$ cat config.mk
export PLATFORM = sky130hd
export DESIGN_NAME = gpio_out_port_flat
export DESIGN_NICKNAME = d
export VERILOG_FILES = /design/src/logic/apb_soc_pkg.sv /design/src/logic/apb_bus_if.sv /design/src/logic/gpio_out_port.sv /design/src/flat_wrapper.sv
export SDC_FILE = /design/constraint.sdc
export NUM_CORES = 1
export LEC_CHECK = 0
export BUFFER_PORTS_ARGS = -buffer_cell sky130_fd_sc_hd__buf_4
export CORE_MARGIN = 8
export CORE_UTILIZATION = 29
export CTS_CLUSTER_SIZE = 30
export DETAILED_ROUTE_END_ITERATION = 8
export PLACE_DENSITY = 0.79
export SLEW_MARGIN = 10
export SYNTH_ARGS = -nofsm -noshare
export SYNTH_HDL_FRONTEND = slang
export SYNTH_SLANG_ARGS = --single-unit
$ cat constraint.sdc
create_clock -name clk -period 0.8 [get_ports clk]
set_clock_uncertainty 0.1 [all_clocks]
set_input_delay 0 -clock clk [delete_from_list [all_inputs] [get_ports clk]]
set_output_delay 0 -clock clk [all_outputs]
set_load 0.02 [all_outputs]
$ cat src/logic/apb_soc_pkg.sv
/* widths, address map and shared types for the APB fabric
   address bits from TARGET_LSB up select the target, only regs and gpio are mapped */
package apb_soc_pkg;

    // bus widths
    localparam int DATA_WIDTH = 16;
    localparam int ADDR_WIDTH = 16;

    ////////////////////////////////////////////////////////////////////
    // address map
    ////////////////////////////////////////////////////////////////////

    // target field above, offset inside the target below
    localparam int TARGET_LSB   = 8;
    localparam int TARGET_WIDTH = ADDR_WIDTH - TARGET_LSB;

    localparam int TARGET_REGS = 0;
    localparam int TARGET_GPIO = 1;

    // real targets, reported in register 1
    localparam int NUM_TARGETS = 2;

    // size of the info register block
    localparam int REG_WORDS = 8;

    // shared types
    typedef logic [DATA_WIDTH-1:0] data_t;
    typedef logic [ADDR_WIDTH-1:0] addr_t;

    // routed target, error covers every unmapped field value
    typedef enum logic [1:0] {
        tgt_regs,
        tgt_gpio,
        tgt_error
    } target_idx_t;

endpackage

$ cat src/logic/apb_bus_if.sv
/* shared APB bus after the arbiter, and the per-target select bus
   the clock on the shared bus is only there for checks in the decoder */


interface apb_target_if
    import apb_soc_pkg::*;
();
    logic                  sel;
    logic                  penable;
    logic                  pwrite;
    logic [TARGET_LSB-1:0] offset;
    data_t                 pwdata;
    data_t                 prdata;
    logic                  pready;

    modport bus        (output sel, penable, pwrite, offset, pwdata, input prdata, pready);
    modport peripheral (input sel, penable, pwrite, offset, pwdata, output prdata, pready);
endinterface

$ cat src/logic/gpio_out_port.sv
/* single output register for the gpio pins, any offset maps to it
   only the low GPIO_PINS bits of a write are kept */
`timescale 1ns/1ps

module gpio_out_port
    import apb_soc_pkg::*;
#(
    parameter int GPIO_PINS = 8
) (
    input  logic                 clk,
    input  logic                 reset,
    apb_target_if.peripheral     t,
    output logic [GPIO_PINS-1:0] gpio
);
    logic [GPIO_PINS-1:0] pins_q;
    logic                 access;

    assign access = t.sel && t.penable;

    // pin register
    always_ff @(posedge clk) begin
        if (reset) begin
            pins_q <= '0;
        end else if (access && t.pwrite) begin
            pins_q <= t.pwdata[GPIO_PINS-1:0];
        end
    end

    assign gpio = pins_q;

    // readback, zero-extended
    assign t.prdata = data_t'(pins_q);
    assign t.pready = access;

endmodule

$ cat src/flat_wrapper.sv
// flat-port wrapper written by rule: the top's interface ports become plain ports
module gpio_out_port_flat import apb_soc_pkg::*;
#(
    parameter int GPIO_PINS = 8
)
  (clk, reset, gpio, t_sel, t_penable, t_pwrite, t_offset, t_pwdata, t_prdata, t_pready);
  apb_target_if t_i ();
  input  logic clk;
  input  logic reset;
  output logic [GPIO_PINS-1:0] gpio;
  input wire logic [$bits(t_i.sel)-1:0] t_sel;
  input wire logic [$bits(t_i.penable)-1:0] t_penable;
  input wire logic [$bits(t_i.pwrite)-1:0] t_pwrite;
  input wire logic [$bits(t_i.offset)-1:0] t_offset;
  input wire logic [$bits(t_i.pwdata)-1:0] t_pwdata;
  output wire logic [$bits(t_i.prdata)-1:0] t_prdata;
  output wire logic [$bits(t_i.pready)-1:0] t_pready;
  assign t_i.sel = t_sel;
  assign t_i.penable = t_penable;
  assign t_i.pwrite = t_pwrite;
  assign t_i.offset = t_offset;
  assign t_i.pwdata = t_pwdata;
  assign t_prdata = t_i.prdata;
  assign t_pready = t_i.pready;
  gpio_out_port #(.GPIO_PINS(GPIO_PINS)) u_core (.clk(clk), .reset(reset), .t(t_i), .gpio(gpio));
endmodule
== After elaboration in Yosys (flattened, before gate mapping) ==
Cells that the tools add are included.
Word-level totals
  word-level logic and storage cells: 3
  ROM bits: 0
  memory bits (writable): 0
  output and inout bits: 25
  latch bits: 0
  bits of input ports: 29
  memories kept: 0
  register bits after elaboration: 8
Operators by class
  $lt $le $gt $ge: 0
  reduce and logical (&&, ||, !) cells: 2
  equality and inequality tests: 0
  shift operators: 0
  multiply operators: 0
  divide/modulo/power cells: 0
  bitwise gates (word level): 0
  add/sub/neg operators: 0
  mux-type cells: 0
Operators by type and width (count)
  $logic_and 1x1->1: 2

== Depth between registers and ports, before layout ==
  depth in word-level cells: 2
  depth in mapped cells: 3
  gate-level depth less buffers: 2

== Least setup slack after synthesis ==
No wires, ideal clock.
  path type: register to register
  start: register u_core.gpio[0] (netlist name)
  end: register u_core.pins_q[0], in the netlist u_core.gpio[0]
  arrival time: 0.609 ns
  path slack: 0.020 ns
  clock period less this slack: 0.780 ns
  stages on the path, launching flop included: 3
  path buffers: 0
  required time: 0.628 ns
  library setup time: 0.072 ns
  cell sequence: dfxtp_1 > nand2b_1 > mux2i_1
RTL lines
  end signal, assigned: RTL line gpio_out_port.sv:25  | pins_q <= t.pwdata[GPIO_PINS-1:0];
  end, declared: RTL line gpio_out_port.sv:15  | logic [GPIO_PINS-1:0] pins_q;

== Worst setup path in the final report ==
  start: register u_core.pins_q[0], in the netlist u_core.gpio[0]
  end: output t_prdata[0]
RTL lines
  end, declared: RTL line flat_wrapper.sv:16  | output wire logic [$bits(t_i.prdata)-1:0] t_prdata;
No word-level cell between the ends.

==> impl_results.md <==
- Slew Viols, Final: 0
- DR vias: 420
- Worst reg-to-reg path cell count: 3
- Maximum vdd drop: 550 µV
- Unique masters post-synth: 9
- Longest Clk Path Bufs: 2
- Unrepaired setup endpoints after global routing: true
- Post-DR vias/cell: 4.04
- H-tree depth: 1
- Wire length per cell: 11.7 µm
- Worst Path Max Fanout: 3
- Worst skew pair latency: 250 ps
- Number of global-route vias before repair: 474
- RePlAce Congestion: 0.608
- Clk root buf: clkbuf_4
- Slowest cell delay on critical path: 350 ps
- Synth Area in Simple Gates: 23.0%
- Area contributors post-synth: dfxtp_1 32%, buf_4 24%, nand2b_1 20%
- Worst path arrival time: 730 ps
- Critical path depth: 1
- Highest Signal Layer: met3
- CP max-delay cell: dfxtp_4
- Setup CP Type: flop to primary output
- Area after DPL: 638 µm²
- Final ANT Viol Nets: 0
- Period Utilization, post-route: 104%
- Share of the synthesized netlist area taken by xor and xnor gates: 0%
- Clk sink count: 8
- Mean post-synth cell area: 9.32 µm²
- Crit path cell chain: buf_6
- Reg-to-reg endpoint: u_core.gpio[0]$_SDFFE_PP0P_
- Power Density: 1240 mW/mm²
- RR Startpoint: u_core.gpio[0]$_SDFFE_PP0P_
- Hold Path Class: input port to flop
- Finished Layout Cells: 104
- Post-synthesis compound-gate area fraction: 0%
- Placed cell count: 90
- Number of buffers added on ports: 29
- Violated checks: setup timing
- Synth Area in Adders: 0%
- Post-route cell area: 813 µm²
- Outcome: complete, but fails checks
- Met3 wire len: 123 µm
- Combinational family with the most area after synthesis: buffers and inverters
- Global-route usage over all layers: 8.15%
- 1st-iter DRT viols: 1
- Cells after Synth: 53
- Ports: 54
- Detail Placement HPWL: 957 µm
- Routed WL: 1210 µm
- Die H: 57.3 µm
- Total congestion overflow: 0
- Final Critical Period: 830 ps
- Part of the Yosys area used for sequential elements: 32.4%
- Core Area: 0.00167 mm²
- Max Fclk: 1200 MHz
- Crit start category: flop
- Critical path endpoint category: primary output
- Critical path buffers and inverters: 1
- Initial Util: 29.6%
- Maxcap violations: 0
- Final #Nets: 118
- Initial antenna violation count: 0
- Final worst slack: -30.4 ps
- Crit path capture: t_prdata[0]
- Crit path launch: u_core.gpio[0]$_SDFFE_PP0P_
- Final setup fails: 17
- DRC: 0
- TritonRoute pass-1 iters: 2
- Multiplexer share of the synthesized area: 16.2%
- Final Hold Vio Count: 0
- Reg2reg setup slack: 0 ps
- # rows: 15
- Clock slew at reported path FFs: 60 ps
- Num CTS Buffers: 3
- Largest net degree at the start of global routing: 17
- CTS tree: built
- Top-area cell type share of the netlist area: 32.4%
- Share of cells above drive strength 1: 52.9%
- Synth Cell Area: 494 µm²
- Ys Warns: 0
- First-pass GRT wire length: 2070 µm
- Delay-heaviest family, CP: flip-flops
- Wire length on met2: 636 µm
- Smallest hold slack: 5.91 ps
- Die Wd: 57.3 µm
- Max reg flops: 8
- Ant diodes: 0
- Area leader, netlist: dfxtp_1
- WL met1: 453 µm
- LEAKAGE: 0.387 nW
- DIE AREA: 0.00328 mm²
- Syn-to-layout area delta: 64.6%
- Post-synthesis register bit count: 8
- Critical Path RT: 700 ps
==> cells in the final DEF, fill, tap and decap left out <==
master | Yosys | layout
buf_6 | 1 | 10
dfxtp_2 | 0 | 7
and3_1 | 1 | 1
nand2b_1 | 16 | 16
dlygate4sd3_1 | 0 | 8
conb_1 | 1 | 8
clkbuf_4 | 0 | 3
and2_2 | 1 | 1
buf_4 | 16 | 24
mux2i_1 | 8 | 8
dfxtp_4 | 0 | 1
==> how the worst min path moves through the flow <==
stage	startpoint	to	slack, ps	cells after the start
global placement	t_pwdata[1]	u_core.gpio[1]$_SDFFE_PP0P_	170	3
floorplan	t_pwdata[0]	u_core.gpio[0]$_SDFFE_PP0P_	50	2
detailed placement	t_pwdata[1]	u_core.gpio[1]$_SDFFE_PP0P_	180	3
CTS	reset	u_core.gpio[7]$_SDFFE_PP0P_	1	3
global route	reset	u_core.gpio[5]$_SDFFE_PP0P_	30	3
finish	reset	u_core.gpio[3]$_SDFFE_PP0P_	6	3
==> where the power goes <==
| part | internal (W) | total [W] | switching (W) | leakage, nW |
|---|---|---|---|---|
| Combinational | 0.000150 | 0.000274 | 0.000124 | 0.305 |
| Sequential | 0.000413 | 0.000426 | 0.0000130 | 0.0690 |
| Clock | 0.000172 | 0.000310 | 0.000138 | 0.0138 |
| Total | 0.000735 | 0.00101 | 0.000275 | 0.387 |
==> cell families after synthesis <==
logic type             after synthesis
AND/OR/NAND/NOR                     18
flip-flops                           8
multiplexers                         8
buffers and inverters               18
other                                1
==> worst register-to-register path, stage by stage (launching register included) <==
cell      delay [ps]
dfxtp_4          350
buf_4            130
nand2b_1          60
mux2i_1           60
==> layer usage <==
layer	GRT usage, %	vias to the layer above
li1	-	211
met1	7.04	187
met2	13.5	22
met3	6.05	0
met4	4.29	0
met5	0	-
==> cell usage after synthesis (all sizes together) <==
library cell / n
conb: 1
nand2b: 16
mux2i: 8
and3: 1
buf: 17
clkbuf: 1
dfxtp: 8
and2: 1
==> timing repair <==
| item | in CTS | in global routing |
|---|---|---|
| gates cloned | 0 | 0 |
| endpoints found under the hold margin | 8 | 0 |
| resized for setup | 12 | 7 |
| setup endpoints to repair | 16 | 18 |
| hold buffers | 8 | 0 |
| setup buffers | 2 | 1 |
==> final cells by class <==
cell class | count | area [µm²]
Clock buffer | 3 | 22.5
Fill cell | 171 | 857
Multi-Input combinational cell | 34 | 224
Sequential cell | 8 | 173
Tap cell | 17 | 21.3
Timing Repair Buffer | 42 | 373
==> through the flow <==
stage | power (W) | setup TNS [ps] | utilization, % | worst slack, ps
after floorplan | 0.000605 | 0 | - | 19.6
after global placement | 0.000655 | 0 | 38.2 | 27.0
after detailed placement | 0.000660 | 0 | 38.2 | 0.171
after CTS | 0.00103 | -631 | 46.7 | -41.9
after global routing | 0.00109 | -995 | 48.7 | -63.2
final | 0.00101 | -316 | 48.7 | -30.4
Power figures use the tool's default switching activity.
