--- src/logic/apb_soc_pkg.sv ---
/* widths, address map and shared types for the APB fabric
   address bits from TARGET_LSB up select the target, only regs and gpio are mapped */
package apb_soc_pkg;

    // bus widths
    localparam int DATA_WIDTH = 16;
    localparam int ADDR_WIDTH = 16;

    ////////////////////////////////////////////////////////////////////
    // address map
    ////////////////////////////////////////////////////////////////////

    // target field above, offset inside the target below
    localparam int TARGET_LSB   = 8;
    localparam int TARGET_WIDTH = ADDR_WIDTH - TARGET_LSB;

    localparam int TARGET_REGS = 0;
    localparam int TARGET_GPIO = 1;

    // real targets, reported in register 1
    localparam int NUM_TARGETS = 2;

    // size of the info register block
    localparam int REG_WORDS = 8;

    // shared types
    typedef logic [DATA_WIDTH-1:0] data_t;
    typedef logic [ADDR_WIDTH-1:0] addr_t;

    // routed target, error covers every unmapped field value
    typedef enum logic [1:0] {
        tgt_regs,
        tgt_gpio,
        tgt_error
    } target_idx_t;

endpackage

--- src/logic/apb_bus_if.sv ---
/* shared APB bus after the arbiter, and the per-target select bus
   the clock on the shared bus is only there for checks in the decoder */


interface apb_target_if
    import apb_soc_pkg::*;
();
    logic                  sel;
    logic                  penable;
    logic                  pwrite;
    logic [TARGET_LSB-1:0] offset;
    data_t                 pwdata;
    data_t                 prdata;
    logic                  pready;

    modport bus        (output sel, penable, pwrite, offset, pwdata, input prdata, pready);
    modport peripheral (input sel, penable, pwrite, offset, pwdata, output prdata, pready);
endinterface

--- src/logic/soc_info_regs.sv ---
/* eight-word info block, words 0 and 1 are fixed identity values
   offset wraps modulo REG_WORDS, zero wait states */
`timescale 1ns/1ps

module soc_info_regs
    import apb_soc_pkg::*;
#(
    parameter int MASTERS = 2
) (
    input  logic           clk,
    input  logic           reset,
    apb_target_if.peripheral t
);
    localparam int RW = $clog2(REG_WORDS);

    // fixed identity words
    localparam data_t ID_MASTERS = DATA_WIDTH'(MASTERS);
    localparam data_t ID_TARGETS = DATA_WIDTH'(NUM_TARGETS);

    data_t         words [2:REG_WORDS-1];
    logic [RW-1:0] idx;
    logic          access;

    assign idx    = t.offset[RW-1:0];
    assign access = t.sel && t.penable;

    ////////////////////////////////////////////////////////////////////
    // write side
    ////////////////////////////////////////////////////////////////////

    // writes to 0 and 1 fall through
    always_ff @(posedge clk) begin
        if (reset) begin
            for (int i = 2; i < REG_WORDS; i++) begin
                words[i] <= '0;
            end
        end else if (access && t.pwrite && idx >= RW'(2)) begin
            words[idx] <= t.pwdata;
        end
    end

    // read side
    always_comb begin
        if (idx == RW'(0)) begin
            t.prdata = ID_MASTERS;
        end else if (idx == RW'(1)) begin
            t.prdata = ID_TARGETS;
        end else begin
            t.prdata = words[idx];
        end
    end

    // ready in the first access cycle
    assign t.pready = access;

endmodule

--- src/flat_wrapper.sv ---
// flat-port wrapper written by rule: the top's interface ports become plain ports
module soc_info_regs_flat import apb_soc_pkg::*;
#(
    parameter int MASTERS = 2
)
  (clk, reset, t_sel, t_penable, t_pwrite, t_offset, t_pwdata, t_prdata, t_pready);
  apb_target_if t_i ();
  input  logic clk;
  input  logic reset;
  input wire logic [$bits(t_i.sel)-1:0] t_sel;
  input wire logic [$bits(t_i.penable)-1:0] t_penable;
  input wire logic [$bits(t_i.pwrite)-1:0] t_pwrite;
  input wire logic [$bits(t_i.offset)-1:0] t_offset;
  input wire logic [$bits(t_i.pwdata)-1:0] t_pwdata;
  output wire logic [$bits(t_i.prdata)-1:0] t_prdata;
  output wire logic [$bits(t_i.pready)-1:0] t_pready;
  assign t_i.sel = t_sel;
  assign t_i.penable = t_penable;
  assign t_i.pwrite = t_pwrite;
  assign t_i.offset = t_offset;
  assign t_i.pwdata = t_pwdata;
  assign t_prdata = t_i.prdata;
  assign t_pready = t_i.pready;
  soc_info_regs #(.MASTERS(MASTERS)) u_core (.clk(clk), .reset(reset), .t(t_i));
endmodule
--- config.mk ---
export PLATFORM = sky130hd
export DESIGN_NAME = soc_info_regs_flat
export DESIGN_NICKNAME = d
export VERILOG_FILES = /design/src/logic/apb_soc_pkg.sv /design/src/logic/apb_bus_if.sv /design/src/logic/soc_info_regs.sv /design/src/flat_wrapper.sv
export SDC_FILE = /design/constraint.sdc
export NUM_CORES = 1
export LEC_CHECK = 0
export BUFFER_PORTS_ARGS = -buffer_cell sky130_fd_sc_hd__buf_2
export CAP_MARGIN = 10
export CORE_ASPECT_RATIO = 0.7
export CORE_MARGIN = 1
export CORE_UTILIZATION = 40
export CTS_CLUSTER_DIAMETER = 80
export CTS_CLUSTER_SIZE = 14
export DETAILED_ROUTE_END_ITERATION = 16
export PLACE_DENSITY = 0.65
export SETUP_SLACK_MARGIN = 0.15
export SYNTH_ARGS = -nofsm -noshare
export SYNTH_HDL_FRONTEND = slang
export SYNTH_SLANG_ARGS = --single-unit
--- constraint.sdc ---
create_clock -name clk -period 4 [get_ports clk]
set_input_delay 0.2 -clock clk [delete_from_list [all_inputs] [get_ports clk]]
set_output_delay 0.2 -clock clk [all_outputs]
set_load 0.03 [all_outputs]
== Word level (Yosys, flattened, before mapping) ==
Memory sizes are Yosys's and may differ from the RTL's.
Cells that the tools add are included.
Widths: inputs -> output; s select.

* Reduce and logical (&&, ||, !) cells: 5
* Magnitude comparators: 1
* Muxes and demuxes: 10
* Equal/unequal tests: 1

{| class="wikitable"
|+ Operators by type and width
! operator !! count
|-
| $mux 16 || 3
|-
| $reduce_or 16->1 || 1
|-
| $mux 1 || 6
|-
| $eq 3x1->1 const B || 1
|-
| $ge 3x2->1 const B || 1
|-
| $logic_and 1x1->1 || 3
|-
| $logic_not 3->1 || 1
|-
| $mux 3 || 1
|}

* Register bits: 0
* Input bits: 29
* Logic and storage cells: 18
* Output and inout bits: 17
* Memory bits (writable): 96
* Memories: 1

{| class="wikitable"
|+ Memory list
! memory !! depth !! bits a word !! rd ports !! clocked after memory_dff !! wr ports !! RTL line !! text
|-
| u_core.words || 6 || 16 || 1 || 0 || 6 || soc_info_regs.sv:20 || <nowiki>data_t words [2:REG_WORDS-1];</nowiki>
|}

== Longest topological paths before layout ==
Gate-level depths: netlist (run 1).

* Depth in word-level cells: 8
* Mapped depth: 6
* Mapped depth without buffers: 3

== Worst setup path before layout (run 1) ==
Ideal clock, no wire load.

* Kind: input -> register
* From: input port t_offset[2]
* To: memory u_core.words[2][0] in the netlist's numbering, enable pin
* Buffers on the path: 2
* Setup time: 392 ps
* Stages: 5
* Data required time: 3608 ps
* Data arrival time: 1638 ps
* Slack: 1970 ps
* Path through: buf_6 nand2b_4 or2_1 buf_2 o21bai_1

{| class="wikitable"
|+ RTL lines
! what !! RTL line !! text
|-
| start, declared || flat_wrapper.sv:13 || <nowiki>input wire logic [$bits(t_i.offset)-1:0] t_offset;</nowiki>
|-
| end, declared || soc_info_regs.sv:20 ||
|}

== Final worst setup path (run 1) ==
* From: input port t_offset[0]
* To: output port t_prdata[13]

* Longest elaborated chain between the ends: 3
* Elaborated cells on any way between the ends: 5
* Those cells by class: 1 x eq/ne; 2 x mux; 1 x reduce/logical; 1 x memory

{| class="wikitable"
|+ Ends and longest elaborated chain
! what !! RTL line !! text
|-
| $mem_v2 6x16 / $eq 3x1->1 (equally long branches) || -- ||
|-
| $mux 16 || soc_info_regs.sv:46 || <nowiki>end else if (idx == RW'(1)) begin</nowiki>
|-
| $mux 16 * || soc_info_regs.sv:44 || <nowiki>if (idx == RW'(0)) begin</nowiki>
|-
| end, declared || flat_wrapper.sv:15 || <nowiki>output wire logic [$bits(t_i.prdata)-1:0] t_prdata;</nowiki>
|}

Every way passes the cells marked *; elsewhere a longest branch is shown, timed or not.

==> results.yml, run 1 <==
floorplan:
  start_util_pct: 41.9
  ios: 46
  core_region_area_um2: 10500
  fp.dieArea_um2: 11500
  dieHeight_um: 89.8
  rows: 31
  die_width_um: 127
sta:
  worst_slew_margin_rel_pct: 25.7
  unrepaired_setup_endpoints_after_global_routing: "false"
  slew_viol_final: 0
  hold_slack_ns: 0.210
  setup-violations-final: 0
  report.final.hold_viol_count: 0
  final.min_clock_period_ns: 2.15
  final.setup.tns_ns: 0
  post-route-period-util_pct: 53.7
  timing.final.ws_setup_ns: 1.85
  fmaxAchievable_mhz: 466
  least_margin_pin_slew_ns: 1.11
critical_path:
  critical_path.most_common_cell: "buf_4"
  arrival_ns: 1.95
  critPathMaxFanout: 40
  critPathTopFamily: "buffers and inverters"
  critPathKind: "input pin to output pin"
  worst-endpoint-required_ns: 3.80
  critical_path_buffers_and_inverters: 3
  timing.critical_path.to_type: "output pin"
  crit_path_cell_trace: "buf_4 -> buf_4 -> mux2i_1 -> o22a_1 -> o21ai_0 -> buf_2"
  slowest_stage: "buf_4"
  worstSetupStartpointType: "input pin"
  critical-path-max-stage-delay_ns: 0.58
synth:
  synth_compound_gate_area_share_pct: 6.44
  fraction_of_synthesized_cell_area_taken_by_the_top_area_cell_type_pct: 65.4
  syn_area_per_cell_um2: 12.5
  ys_top_cells_by_count: "edfxtp_1, nor2_1, mux2i_1"
  synth.yosys.warnings: 0
  async_reset_ff_share_pct: 0
  yosys.area_share.simple_pct: 13.6
  synthMuxAreaShare_pct: 10.0
  synth_top_cell_by_area: "edfxtp_1"
  number_of_flops_mapped_to_enable_cells_by_yosys: 96
  yosys.area_share.adder_pct: 0
  synthCells: 354
  post_synth_instance_area_um2: 4410
  synth-seq-area-share_pct: 65.4
  syn_nets: 383
  synth-xor-area-share_pct: 0
  ys_seq_elements: 96
  ys_types: 23
  synth_top_family_by_area: "simple AND/OR/NAND/NOR gates"
  primary_ff_master_synth: "edfxtp_1"
  synth_top_cells_by_area: "edfxtp_1, mux2i_1, nor2_1, nand2_1, buf_6"
route:
  num_vias: 2729
  route.antenna.remaining_nets: 0
  via_per_instance_ratio: 5.04
  drt_first_pass_iters: 5
  route.detailed.drc: 0
  final_wirelength_um: 9550
  detail_route.wl_per_cell_um: 17.6
  detail_route.iter0.violations: 202
final_layout:
  fin_area_um2: 4960
  filler_cell_count: 983
  finalNonFillerCells: 542
  registers.top_by_ff_count: "u_core.words"
  antenna-diode-count: 0
  ratio_of_cells_with_drive_above_1_in_the_final_layout_pct: 18.3
  flow.area_growth_from_synthesis_pct: 12.5
  largestRegisters: "u_core.words (96)"
  layout.nets: 418
  largest_register_ff_count: 96
job:
  maxCapViolations: 0
global_route:
  antenna_found_initial: 0
  vias_in_the_first_global_route: 2744
  grt_pass1_wl_um: 15000
  grt_start_max_net_pins: 41
  grt.total_usage_pct: 18.2
  grt-ovfl-total: 0
pwr:
  cellLeakagePower_nw: 1.79
  power_per_cell_area_nw_per_um2: 435
  ir_worst_vdd_mv: 0.223
clocking:
  clk_buf_depth: 2
  root_buffer: "clkbuf_16"
  numCtsBuffers: 9
  post_cts_buffers: 0
  cts.sink_count: 96
  hold_buffers: 0
  clock_tree.htree_level_count: 3
  cts_resized: 0
  cts.reportedPaths.clkPinSlew_ns: 0.06
  tritoncts: "yes"
placement:
  preCtsSetupSlack_ns: 1.49
  io_buffers: 40
  routabilityCongestion: 0.747
  post-dp-hpwl_um: 5900
  placed_area_um2: 4700
  numPlacedInstances: 526
hold_path:
  hp-class: "input pin to flop"
run_status:
  outcome: "complete, no violations"
## report_power, final
part	total (W)	switching (W)	internal, W
combinational	0.000221	0.000147	0.0000735
clock	0.000764	0.000344	0.000420
sequential	0.00117	0.0000136	0.00116
total	0.00216	0.000505	0.00165
## kinds of logic after synthesis
family	after synthesis
buf+inv	28
compound gates	42
mux	44
simple gates	144
flops	96
## metrics by stage
step	utilization, %	power (W)
floorplan	-	0.00134
global route	47.2	0.00223
detailed placement	44.7	0.00142
global placement	44.7	0.00141
CTS	47.2	0.00218
finish	47.2	0.00216
## path summary, 6_finish.rpt
| path | start | end | slack, ns | cells after the start |
|---|---|---|---|---|
| worst max-delay path | t_offset[0] | t_prdata[13] | 1.85 | 6 |
| worst min-delay path | t_pwdata[9] | u_core.words[3][9]$_SDFFCE_PN0P_ | 0.21 | 3 |
## cell usage in the layout (no fill, tap or decap), types with 3 or more instances in the layout
cell,Yosys,routed
mux2i_1,42,42
clkbuf_1,6,4
nor2_1,96,96
buf_4,3,12
o22a_1,11,11
nand2_1,32,32
o21ai_0,19,19
nand3b_1,4,4
nand3_1,4,4
o21bai_2,0,5
a22o_1,4,4
or2_1,3,3
clkbuf_16,0,9
buf_2,8,39
edfxtp_1,96,96
## final cells by class
cell class                      instances  area (um^2)  area share, %
Tap cell                              148          185           3.73
Inverter                                1         3.75         0.0757
Clock inverter                          3         18.8          0.378
Multi-Input combinational cell        230         1340           27.1
Clock buffer                           13          240           4.84
Sequential cell                        96         2880           58.1
Timing Repair Buffer                   51          285           5.75
## layer usage
layer	up-vias	part of all wire [%]	track usage, %	wire length, um
li1	1331	-	-	-
met3	5	7.7	5.30	738
met1	1303	46	25.4	4380
met5	-	0	0	0
met4	0	0.60	4.76	57
met2	90	46	27.6	4380
(Power assumes the default switching activity.)
==> inputs of run 2 (changes only) <==
- PLACE_DENSITY: 0.65 -> 0.67
- clock period: 4 -> 1.97 ns (I/O delays scaled with it)
==> run 2 against run 1 <==
Compared with the run above:
- via count up 3.6%
- sequential cell count unchanged
- critical path depth increased by 1
- final area is 3.9% higher
- cell count increased by 2.6%
- clock-buffer cell count decreased by 3
- non-clock buffer count increased by 16
- setup slack lost 1.4 ns
- combinational power is 110% higher
- clock power increased by 150%
- critical path type unchanged
==> results.yml, run 2 (synthesized netlist as in run 1, its figures left out) <==
run_status:
  outcome: "complete, no violations"
global_route:
  antenna_found_initial: 0
  grt_start_max_net_pins: 40
  vias_in_the_first_global_route: 2839
  grt.total_usage_pct: 17.8
  grt_pass1_wl_um: 15000
  grt-ovfl-total: 0
sta:
  report.final.hold_viol_count: 0
  post-route-period-util_pct: 78.1
  worst_slew_margin_rel_pct: 74.7
  final.setup.tns_ns: 0
  unrepaired_setup_endpoints_after_global_routing: "false"
  fmaxAchievable_mhz: 650
  final.min_clock_period_ns: 1.54
  least_margin_pin_slew_ns: 0.378
  slew_viol_final: 0
  setup-violations-final: 0
route:
  detail_route.wl_per_cell_um: 17.2
  final_wirelength_um: 9570
  drt_first_pass_iters: 4
  route.antenna.remaining_nets: 0
  num_vias: 2826
  detail_route.iter0.violations: 203
  via_per_instance_ratio: 5.08
  route.detailed.drc: 0
final_layout:
  registers.top_by_ff_count: "u_core.words"
  largest_register_ff_count: 96
  finalCoreUtilization_pct: 49.0
  seq_area_um2: 2880
  filler_cell_count: 952
  ratio_of_cells_with_drive_above_1_in_the_final_layout_pct: 21.8
  layout.nets: 434
  multiInputGateArea_um2: 1340
  largestRegisters: "u_core.words (96)"
  antenna-diode-count: 0
  leading_cell_types_in_the_layout_fill_and_taps_excluded: "nor2_1, edfxtp_1, mux2i_1"
  flow.area_growth_from_synthesis_pct: 16.9
hold_path:
  hold_path_startpoint: "t_pwdata[15]"
  min_delay_path_depth: 3
  hp-class: "input pin to flop"
  timing.hold.worst_endpoint: "u_core.words[4][15]$_SDFFCE_PN0P_"
floorplan:
  dieHeight_um: 89.8
  ios: 46
  fp.dieArea_um2: 11500
  core_region_area_um2: 10500
  die_width_um: 127
  rows: 31
  start_util_pct: 41.9
clocking:
  post_cts_buffers: 0
  clock_tree.htree_level_count: 3
  cts.reportedPaths.clkPinSlew_ns: 0.06
  root_buffer: "clkbuf_16"
  numCtsBuffers: 9
  cts.sink_count: 96
  clk_buf_depth: 2
  tritoncts: "yes"
  cts_resized: 0
  hold_buffers: 0
critical_path:
  worstSetupStartpointType: "input pin"
  arrival_ns: 1.44
  worst-endpoint-required_ns: 1.87
  critPathKind: "input pin to output pin"
  critPathMaxFanout: 39
  timing.critical_path.to_type: "output pin"
placement:
  io_buffers: 40
  post-dp-hpwl_um: 6470
  routabilityCongestion: 0.752
job:
  maxCapViolations: 0
pwr:
  ir_worst_vdd_mv: 0.575
  power_per_cell_area_nw_per_um2: 923
  cellLeakagePower_nw: 1.91
## run 2: cell count changes in the layout (fill, tap and decap cells not counted), sizes merged
| cell | delta |
|---|---|
| bufinv | +3 |
| clkinvlp | -2 |
| clkbuf | -3 |
| buf | +16 |
## run 2: power by group
group          total [W]  switching [W]  leakage [nW]  internal (W)
combinational   0.000475       0.000305         0.840      0.000170
sequential       0.00238      0.0000276         0.913       0.00235
clock            0.00190       0.000679         0.158       0.00122
## run 2: metrics by stage
stage / cell area, um^2 / hold slack, ns / worst slack (ns) / power (W) / instances
4_1_cts: 5150 / 0.106 / 0.419 / 0.00480 / 556
3_3_place_gp: 4830 / 0.459 / 0.349 / 0.00289 / 542
2_1_floorplan: 4420 / 0.344 / 0.0416 / 0.00273 / 354
5_1_grt: 5150 / 0.126 / 0.327 / 0.00493 / 556
6_report: 5150 / 0.120 / 0.431 / 0.00476 / 556
3_5_place_dp: 4830 / 0.461 / 0.281 / 0.00290 / 542
## run 2: how the worst max path moves through the flow
stage                      startpoint                                 to  slack, ns  cells after the start
final                     t_offset[0]                       t_prdata[12]       0.43                      7
after global routing      t_offset[0]                        t_prdata[4]       0.33                      7
after CTS                 t_offset[0]                       t_prdata[12]       0.42                      7
after detailed placement        reset  u_core.words[7][15]$_SDFFCE_PN0P_       0.28                      5
after global placement          reset  u_core.words[7][14]$_SDFFCE_PN0P_       0.35                      5
after floorplan           t_offset[2]   u_core.words[2][0]$_SDFFCE_PN0P_       0.04                      5
## run 2: area by class of cell
type | instances | area share (%)
sequential | 96 | 55.9
multi-input combinational | 230 | 26.0
clock buffer | 10 | 4.44
inverter | 1 | 0.0728
tap | 148 | 3.59
timing repair buffer | 67 | 8.11
clock inverter | 4 | 1.85
## run 2: critical path, stage by stage
cell,delay (ns)
buf_4,0.16
buf_12,0.25
buf_4,0.25
mux2i_1,0.23
o22a_1,0.16
o21ai_0,0.08
buf_2,0.19
## run 2: metal layers
metal | global-route usage (%) | wire length [um] | vias to the layer above
met5 | 0 | 0 | -
li1 | - | - | 1360
met2 | 27.0 | 4310 | 107
met4 | 4.96 | 23 | 0
met3 | 5.12 | 870 | 2
met1 | 25.0 | 4360 | 1357
